$ cat src/hdl/clkPkg.sv
// Shared types and codes for the run-control and sync section
// Every module runs on MBOX_CLK with CLK as async reset
package clkPkg;

  // Counter widths
  localparam int burstW = 8;
  localparam int phaseW = 2;
  // Microword time field width
  localparam int timeW = 2;

  // Control group function codes (00x)
  localparam logic [2:0] fnStop       = 3'd0;
  localparam logic [2:0] fnStart      = 3'd1;
  localparam logic [2:0] fnSingleStep = 3'd2;
  localparam logic [2:0] fnBurst      = 3'd5;

  // Load group function codes (04x)
  localparam logic [2:0] fnLdBurstLo = 3'd2;
  localparam logic [2:0] fnLdBurstHi = 3'd3;
  localparam logic [2:0] fnLdRate    = 3'd4;
  localparam logic [2:0] fnLdDis     = 3'd5;

  // Diagnostic function group, upper octal digit of the code
  typedef enum logic [1:0] {
    ctlGroup  = 2'b00,
    loadGroup = 2'b01,
    readGroup = 2'b10
  } funcGroup_t;

  // One diagnostic command from the console
  typedef struct packed {
    logic       strobe;
    funcGroup_t group;
    // Function select within the group
    logic [2:0] ds;
    // EBUS data bits, loads use the low nibble only
    logic [6:0] data;
  } diagCmd_t;

  // Section clock disables, 1 blocks that section
  typedef struct packed {
    logic crmDis;
    logic edpDis;
    logic ctlDis;
  } sectionDis_t;

  // Load nibble, read as a count/rate or as the disable bits
  typedef union packed {
    logic [3:0] nibble;
    struct packed {
      logic spare;
      logic crmDis;
      logic edpDis;
      logic ctlDis;
    } dis;
  } loadWord_u;

  // Mode registers of clkFunc as seen by the other modules
  typedef struct packed {
    logic              go;
    logic              burst;
    logic              stepPending;
    // Rate divider select, tick every rateSel+1 cycles
    logic [1:0]        rateSel;
    logic [burstW-1:0] burstCount;
    sectionDis_t       dis;
  } modeState_t;

  // Readback word toward the console
  typedef struct packed {
    logic       valid;
    logic [5:0] data;
  } diagRead_t;

endpackage

$ cat src/hdl/clkFunc.sv
`timescale 1ns/10ps

// Diagnostic function decode, mode registers, burst counter
// and the free-running rate divider
module clkFunc (
  input  logic                MBOX_CLK,
  input  logic                CLK,
  input  clkPkg::diagCmd_t    diagCmd,
  input  logic                eboxClk,
  output clkPkg::modeState_t  mode,
  output logic                srcReq
);

  logic              ctlStb;
  logic              loadStb;
  clkPkg::loadWord_u loadWord;
  logic [1:0]        rateCnt;
  logic              rateTick;
  logic              burstLive;
  logic              runDemand;

  // Group decode of the command strobe
  assign ctlStb  = diagCmd.strobe && (diagCmd.group == clkPkg::ctlGroup);
  assign loadStb = diagCmd.strobe && (diagCmd.group == clkPkg::loadGroup);

  // Low EBUS nibble carries all load data
  assign loadWord = diagCmd.data[3:0];

  // Rate divider, free running
  // Wraps through 3 if rateSel drops below the current count
  always_ff @(posedge MBOX_CLK or posedge CLK) begin
    if (CLK) begin
      rateCnt <= '0;
    end else if (rateTick) begin
      rateCnt <= '0;
    end else begin
      rateCnt <= rateCnt + 2'd1;
    end
  end

  assign rateTick = (rateCnt == mode.rateSel);

  // Burst only demands clocks while count is left
  assign burstLive = mode.burst && (mode.burstCount != '0);
  assign runDemand = mode.go || burstLive || mode.stepPending;

  // No request in the EBOX clock cycle itself
  // Counter and step flag are not yet updated there
  assign srcReq = rateTick && runDemand && !eboxClk;

  always_ff @(posedge MBOX_CLK or posedge CLK) begin
    if (CLK) begin
      mode <= '0;
    end else begin
      // One step consumed per EBOX clock
      if (eboxClk) begin
        mode.stepPending <= 1'b0;
      end

      // Burst countdown
      if (mode.burst) begin
        if (mode.burstCount == '0) begin
          // Empty count, nothing to run
          mode.burst <= 1'b0;
        end else if (eboxClk) begin
          mode.burstCount <= mode.burstCount - 1'b1;
          if (mode.burstCount == clkPkg::burstW'(1)) begin
            mode.burst <= 1'b0;
          end
        end
      end

      // Control functions, unlisted codes ignored
      if (ctlStb) begin
        case (diagCmd.ds)
          clkPkg::fnStop: begin
            mode.go    <= 1'b0;
            mode.burst <= 1'b0;
          end
          clkPkg::fnStart:      mode.go          <= 1'b1;
          clkPkg::fnSingleStep: mode.stepPending <= 1'b1;
          clkPkg::fnBurst:      mode.burst       <= 1'b1;
          default: ;
        endcase
      end

      // Load functions, 046 and 047 ignored
      if (loadStb) begin
        case (diagCmd.ds)
          clkPkg::fnLdBurstLo:
            mode.burstCount[clkPkg::burstW/2-1:0] <= loadWord.nibble;
          clkPkg::fnLdBurstHi:
            mode.burstCount[clkPkg::burstW-1:clkPkg::burstW/2] <= loadWord.nibble;
          clkPkg::fnLdRate:
            mode.rateSel <= loadWord.nibble[1:0];
          clkPkg::fnLdDis: begin
            mode.dis.crmDis <= loadWord.dis.crmDis;
            mode.dis.edpDis <= loadWord.dis.edpDis;
            mode.dis.ctlDis <= loadWord.dis.ctlDis;
          end
          default: ;
        endcase
      end
    end
  end

endmodule

$ cat src/hdl/clkSync.sv
`timescale 1ns/10ps

// MBOX phase counter and sync point detect
module clkSync (
  input  logic                      MBOX_CLK,
  input  logic                      CLK,
  input  logic [clkPkg::timeW-1:0]  crmTime,
  input  logic                      eboxClk,
  output logic                      syncReady
);

  logic [clkPkg::phaseW-1:0] phaseCnt;
  logic                      phaseMax;
  logic                      phaseHold;

  // Count saturates at all ones
  assign phaseMax = &phaseCnt;

  // Counter is being cleared this cycle
  assign phaseHold = eboxClk;

  // MBOX cycles since the last EBOX clock
  always_ff @(posedge MBOX_CLK or posedge CLK) begin
    if (CLK) begin
      phaseCnt <= '0;
    end else if (phaseHold) begin
      phaseCnt <= '0;
    end else if (!phaseMax) begin
      phaseCnt <= phaseCnt + 1'b1;
    end
  end

  // Sync point once the time field has elapsed
  // Compare is blocked while the count clears
  assign syncReady = (phaseCnt >= crmTime) && !phaseHold;

endmodule

$ cat src/hdl/clkEboxGate.sv
`timescale 1ns/10ps

// Pending source request and EBOX clock generation
module clkEboxGate (
  input  logic                MBOX_CLK,
  input  logic                CLK,
  input  logic                srcReq,
  input  logic                syncReady,
  input  logic                mboxWait,
  input  logic                mboxResp,
  input  clkPkg::sectionDis_t dis,
  output logic                eboxClk,
  output logic                crmClk,
  output logic                edpClk,
  output logic                ctlClk,
  output logic                pending
);

  logic mboxOk;
  logic fire;

  // MBOX wait blocks the clock until the response shows up
  assign mboxOk = !mboxWait || mboxResp;

  // All conditions met, clock goes out next cycle
  assign fire = pending && syncReady && mboxOk;

  // One request held at most
  // Extra requests while pending merge into it
  always_ff @(posedge MBOX_CLK or posedge CLK) begin
    if (CLK) begin
      pending <= 1'b0;
    end else if (pending) begin
      pending <= !fire;
    end else begin
      pending <= srcReq;
    end
  end

  // EBOX clock strobe, one cycle wide
  always_ff @(posedge MBOX_CLK or posedge CLK) begin
    if (CLK) begin
      eboxClk <= 1'b0;
    end else begin
      eboxClk <= fire;
    end
  end

  // Section clocks follow eboxClk unless disabled
  assign crmClk = eboxClk && !dis.crmDis;
  assign edpClk = eboxClk && !dis.edpDis;
  assign ctlClk = eboxClk && !dis.ctlDis;

endmodule

$ cat src/hdl/clkDiagRead.sv
`timescale 1ns/10ps

// Diagnostic readback, one cycle after the read strobe
module clkDiagRead (
  input  logic               MBOX_CLK,
  input  logic               CLK,
  input  clkPkg::diagCmd_t   diagCmd,
  input  clkPkg::modeState_t mode,
  input  logic               pending,
  input  logic               mboxWait,
  output clkPkg::diagRead_t  diagRead
);

  logic       readStb;
  logic [5:0] statusWord;
  logic       readValid;
  logic [5:0] readData;

  assign readStb = diagCmd.strobe && (diagCmd.group == clkPkg::readGroup);

  // Status selected by ds of the read command
  always_comb begin
    case (diagCmd.ds)
      3'd0: statusWord = {mode.go, mode.burst, mode.stepPending, pending, mode.rateSel};
      3'd1: statusWord = mode.burstCount[7:2];
      3'd2: statusWord = {mode.burstCount[1:0], mode.dis.crmDis, mode.dis.edpDis,
                          mode.dis.ctlDis, mboxWait};
      // Upper selects read as zero
      default: statusWord = '0;
    endcase
  end

  // Valid strobe
  always_ff @(posedge MBOX_CLK or posedge CLK) begin
    if (CLK) begin
      readValid <= 1'b0;
    end else begin
      readValid <= readStb;
    end
  end

  // Status captured with the strobe, mboxWait sampled here too
  always_ff @(posedge MBOX_CLK) begin
    if (readStb) begin
      readData <= statusWord;
    end
  end

  assign diagRead.valid = readValid;
  assign diagRead.data  = readData;

endmodule

$ cat src/hdl/clkTop.sv
`timescale 1ns/10ps

// Run control and sync section, top level
module clkTop (
  input  logic                      MBOX_CLK,
  input  logic                      CLK,
  input  clkPkg::diagCmd_t          diagCmd,
  input  logic [clkPkg::timeW-1:0]  crmTime,
  input  logic                      mboxWait,
  input  logic                      mboxResp,
  output logic                      eboxClk,
  output logic                      crmClk,
  output logic                      edpClk,
  output logic                      ctlClk,
  output clkPkg::diagRead_t         diagRead
);

  clkPkg::modeState_t mode;
  logic               srcReq;
  logic               syncReady;
  logic               pending;

  // Command decode and mode registers
  clkFunc uFunc (
    .MBOX_CLK (MBOX_CLK),
    .CLK      (CLK),
    .diagCmd  (diagCmd),
    .eboxClk  (eboxClk),
    .mode     (mode),
    .srcReq   (srcReq)
  );

  // Phase count against the time field
  clkSync uSync (
    .MBOX_CLK  (MBOX_CLK),
    .CLK       (CLK),
    .crmTime   (crmTime),
    .eboxClk   (eboxClk),
    .syncReady (syncReady)
  );

  clkEboxGate uGate (
    .MBOX_CLK  (MBOX_CLK),
    .CLK       (CLK),
    .srcReq    (srcReq),
    .syncReady (syncReady),
    .mboxWait  (mboxWait),
    .mboxResp  (mboxResp),
    .dis       (mode.dis),
    .eboxClk   (eboxClk),
    .crmClk    (crmClk),
    .edpClk    (edpClk),
    .ctlClk    (ctlClk),
    .pending   (pending)
  );

  // Status readback
  clkDiagRead uDiagRead (
    .MBOX_CLK (MBOX_CLK),
    .CLK      (CLK),
    .diagCmd  (diagCmd),
    .mode     (mode),
    .pending  (pending),
    .mboxWait (mboxWait),
    .diagRead (diagRead)
  );

endmodule

$ cat config.mk
export PLATFORM = sky130hd
export DESIGN_NAME = clkTop
export DESIGN_NICKNAME = d
export VERILOG_FILES = /design/src/hdl/clkPkg.sv /design/src/hdl/clkFunc.sv /design/src/hdl/clkSync.sv /design/src/hdl/clkEboxGate.sv /design/src/hdl/clkDiagRead.sv /design/src/hdl/clkTop.sv
export SDC_FILE = /design/constraint.sdc
export NUM_CORES = 1
export LEC_CHECK = 0
export ABC_AREA = 1
export BUFFER_PORTS_ARGS = -buffer_cell sky130_fd_sc_hd__buf_4
export CAP_MARGIN = 20
export CORE_ASPECT_RATIO = 1.2
export CORE_MARGIN = 2
export CORE_UTILIZATION = 50
export CTS_CLUSTER_DIAMETER = 80
export CTS_CLUSTER_SIZE = 16
export DETAILED_ROUTE_END_ITERATION = 12
export GPL_TIMING_DRIVEN = 0
export PLACE_DENSITY = 0.73
export SETUP_SLACK_MARGIN = 0.15
export SLEW_MARGIN = 20
export SYNTH_ARGS = -nofsm -noshare
export SYNTH_HDL_FRONTEND = slang
export SYNTH_SLANG_ARGS = --single-unit
$ cat constraint.sdc
create_clock -name MBOX_CLK -period 1.6 [get_ports MBOX_CLK]
set_input_delay 0.32 -clock MBOX_CLK [delete_from_list [all_inputs] [get_ports MBOX_CLK]]
set_output_delay 0.32 -clock MBOX_CLK [all_outputs]
set_load 0.01 [all_outputs]
==> impl_table.tex <==
\begin{tabular}{lr}
\hline
Metric & Value \\
\hline
\multicolumn{2}{l}{\textbf{Drt}} \\
Routed length per instance & about 13 µm \\
Detailed-router iteration count before antenna repair & 4 \\
DRT antenna net count & 0 \\
DRC Markers & 0 \\
Routed wire length & around 3800 µm \\
Routed vias/inst & about 5.3 \\
Number of violations reported at the end of detailed-routing iteration 0 & 47 \\
Count of vias placed by the detailed router & 1,521 \\
\multicolumn{2}{l}{\textbf{Cells and area}} \\
FF+latch area & 756 µm² \\
Multi-input gate area in the final layout & $\sim$780 µm² \\
Share of post-route cells with drive strength above 1 & 26.3\% \\
Antenna Diode Count & 0 \\
Commonest non-fill, non-tap cells in the layout & sky130\_fd\_sc\_hd\_\_nand2\_1, sky130\_fd\_sc\_hd\_\_buf\_4, sky130\_fd\_sc\_hd\_\_inv\_1 \\
Layout filler cell count & 298 \\
Area growth from synthesis to layout & 26.2\% \\
Total number of nets in the final design & 275 \\
Most frequent standard cell in the layout excluding fill and tap cells & sky130\_fd\_sc\_hd\_\_nand2\_1 \\
Post-Layout Cell Count & between 200 and 300 \\
Final non-filler cell area & approximately 2100 µm² \\
\multicolumn{2}{l}{\textbf{Die}} \\
Vertical die dimension & 67.5 µm \\
I/O Pins & 30 \\
Chip width & 56.9 µm \\
Die outline area & just under 4000 µm² \\
Core area & around 3300 µm² \\
Row Count & 23 \\
Initial cell density of the core & roughly 51\% \\
\multicolumn{2}{l}{\textbf{CTS}} \\
CTS tree & yes \\
Clock Path Buffers & 2 \\
Count of clock tree sinks & 29 \\
Maximum level of the CTS H-tree & 2 \\
Root Driver & sky130\_fd\_sc\_hd\_\_clkbuf\_8 \\
Clock-pin slew of the registers on the worst-case setup and hold paths & 0.07 ns \\
Number of buffers created by CTS & 5 \\
Clock latency on the worst-skew pair & between 0.2 and 0.3 ns \\
Hold\_buf cts & 0 \\
\multicolumn{2}{l}{\textbf{Critical path}} \\
Cell breakdown of the critical path & buf\_6 > inv\_6 > nor2\_1 > buf\_4 \\
Delay of the slowest critical-path stage & roughly 0.38 ns \\
Slowest-stage cell, CP & sky130\_fd\_sc\_hd\_\_dfrtp\_1 \\
Sort of element at the end of the critical path & output port \\
CP top delay family & flip-flops \\
Data required time of the critical path & approximately 1.3 ns \\
Crit Path Category & reg2out \\
Reg2reg setup slack & 0.25 ns \\
Sum of buffers and inverters on the critical path & 3 \\
Nature of the critical path startpoint & flop \\
Largest fanout on the critical path & 8 \\
Arrival time of the worst setup path & approximately 1.1 ns \\
\multicolumn{2}{l}{\textbf{Logic synthesis}} \\
Fraction of registers with async set/reset & around 79\% \\
Post-Syn Area & roughly 1700 µm² \\
Count of state elements after synthesis & 29 \\
Share of the synthesized area in the top cell type & 34.2\% \\
Register area share after synthesis & 44.9\% \\
Most common flop cell mapped by yosys & sky130\_fd\_sc\_hd\_\_dfrtp\_1 \\
Synth top area cells & sky130\_fd\_sc\_hd\_\_dfrtp\_1, sky130\_fd\_sc\_hd\_\_nand2\_1, sky130\_fd\_sc\_hd\_\_edfxtp\_1 \\
Synthesized netlist net count & approximately 240 \\
Synthesis warning total & 0 \\
Avg Inst Size Synth & between 8 and 9 µm² \\
Synthesized netlist cell count & 210 \\
Cell type with the largest total area after synthesis & sky130\_fd\_sc\_hd\_\_dfrtp\_1 \\
Distinct cells, synth & 28 \\
Number of flops mapped to enable cells by yosys & 6 \\
\multicolumn{2}{l}{\textbf{Timing}} \\
Transition time at the pin with the least slew margin & between 0.8 and 0.9 ns \\
Normalized max-slew margin & between 40\% and 50\% \\
RSZ-0062 raised after global routing & false \\
Final critical path time including I/O delays and setup & between 1 and 1.5 ns \\
Fin crit share & around 86\% \\
Final worst clock skew & around 0.0065 ns \\
Fin. max-slew vios & 0 \\
Fmax & 726 MHz \\
Count of final setup violators & 0 \\
Post-Route Hold Slack & 0.223 ns \\
Final hold violations & 0 \\
Aggregate negative setup slack & 0 ns \\
\multicolumn{2}{l}{\textbf{Outcome}} \\
Result of the run & finished clean \\
\multicolumn{2}{l}{\textbf{Placement}} \\
Number of placed instances, taps included & between 200 and 300 \\
Placement-stage cell area & 1920 µm² \\
Routability-driven placement congestion ratio & about 0.87 \\
Half-perimeter wire length after detailed placement & $\sim$2900 µm \\
Port Buf Inserts & 26 \\
\multicolumn{2}{l}{\textbf{Power and ir drop}} \\
PD cells & 1660 nW/µm² \\
Total Power Consumption & 0.00352 W \\
Leakage power total & between 1 and 1.5 nW \\
Maximum vdd ir drop & 0.00100 V \\
\multicolumn{2}{l}{\textbf{GRT}} \\
Remaining global-route overflow & 0 \\
Global router's overall resource usage & 22.3\% \\
Via count of the first global-routing pass & between 1k and 1.5k \\
First-pass GRT wire length & roughly 6500 µm \\
Initial antenna violation count & 0 \\
Largest net degree at the start of global routing & 24 \\
\multicolumn{2}{l}{\textbf{Run}} \\
Max cap viols & 0 \\
\multicolumn{2}{l}{\textbf{Hold path}} \\
Classification of the worst-slack hold path & in2async \\
\hline
\end{tabular}
cell families after synthesis:
logic type | synth area share (%)
DFF | 44.9
buffers and inverters | 9.08
xor gates and xnor gates | 2.60
AOI/OAI and AO/OA | 9.23
and+or+nand+nor | 29.7
adders and majority gates | 4.46
layout make-up:
class / instances / share of cell area (%)
plain buffers: 2 / 0.884
well taps: 37 / 2.18
multi-input cells: 144 / 36.9
inverters: 35 / 6.43
repair buffers: 33 / 11.7
clock inverters: 3 / 3.07
clock buffers: 5 / 3.24
flip-flops and latches: 29 / 35.6
stage by stage:
step	utilization (%)	setup slack (ns)
2_1_floorplan	-	0.321
3_3_place_gp	58.6	-0.0163
3_5_place_dp	58.6	-0.0497
4_1_cts	62.9	0.167
5_1_grt	64.7	0.147
6_report	64.7	0.223
flip-flops by register name (all words and copies together) (netlist names):
name / cells
uGate.eboxClk: 1
uFunc.mode: 16
uDiagRead.readValid: 1
uGate.pending: 1
uSync.phaseCnt: 2
uDiagRead.readData: 6
uFunc.rateCnt: 2
cells in the mapped netlist (2+ instances only):
cell	instances
sky130_fd_sc_hd__a21oi_1	8
sky130_fd_sc_hd__xnor2_1	3
sky130_fd_sc_hd__o21ai_1	3
sky130_fd_sc_hd__nand2_1	50
sky130_fd_sc_hd__inv_1	31
sky130_fd_sc_hd__or2_2	2
sky130_fd_sc_hd__nand3_2	2
sky130_fd_sc_hd__o221ai_1	3
sky130_fd_sc_hd__xor2_1	2
sky130_fd_sc_hd__nand4_1	6
sky130_fd_sc_hd__edfxtp_1	6
sky130_fd_sc_hd__dfrtp_1	23
sky130_fd_sc_hd__o211ai_1	3
sky130_fd_sc_hd__nand3_1	9
sky130_fd_sc_hd__inv_2	3
sky130_fd_sc_hd__nand3b_1	2
sky130_fd_sc_hd__nor2_4	3
sky130_fd_sc_hd__o21ai_0	9
sky130_fd_sc_hd__nor2_2	4
sky130_fd_sc_hd__nor3_1	4
sky130_fd_sc_hd__nand2_2	4
sky130_fd_sc_hd__ha_1	6
sky130_fd_sc_hd__nor2_1	19
where the power goes:
| group | internal [W] | switching, W | total, W |
|---|---|---|---|
| Clock | 0.000618 | 0.000282 | 0.000900 |
| Combinational | 0.000597 | 0.000786 | 0.00138 |
| Sequential | 0.000990 | 0.000243 | 0.00123 |
final timing paths:
kind,startpoint,endpoint,depth (start not counted)
max in group asynchronous,CLK,uFunc.mode[5]$_DFF_PP0_,2
min in group MBOX_CLK,diagCmd[1],uFunc.mode[8]$_DFF_PP0_,3
worst max register to register,uFunc.mode[4]$_DFF_PP0_,uFunc.mode[3]$_DFF_PP0_,9
worst min-delay path,CLK,uFunc.mode[2]$_DFFE_PP0P_,2
worst min register to register,uSync.phaseCnt[0]$_DFFE_PP0P_,uSync.phaseCnt[0]$_DFFE_PP0P_,1
worst max-delay path,uGate.eboxClk$_DFF_PP0_,ctlClk,4
per-layer routing:
layer  vias to the layer above  GRT usage (%)  wire (µm)
li1                        756              -          -
met1                       716           27.7       1640
met2                        43           36.5       1910
met3                         6           5.36        215
met4                         0           11.3         61
met5                         -              0          0
worst register-to-register path: stages (launching register included):
cell                      delay [ns]
sky130_fd_sc_hd__dfrtp_1        0.40
sky130_fd_sc_hd__inv_2          0.11
sky130_fd_sc_hd__ha_1           0.18
sky130_fd_sc_hd__nand2_2        0.07
sky130_fd_sc_hd__nor2_4         0.15
sky130_fd_sc_hd__nor2_4         0.09
sky130_fd_sc_hd__nand2_2        0.07
sky130_fd_sc_hd__nand2_1        0.07
sky130_fd_sc_hd__nand3_1        0.07
sky130_fd_sc_hd__nand2_1        0.05
timing repair:
action | 4_1_cts | 5_1_grt
resized for setup | 0 | 5
setup buffers | 1 | 6
setup endpoints to repair | 2 | 18
hold endpoints to repair | 0 | 0
pin swaps | 0 | 1
Power figures use the tool's default switching activity.
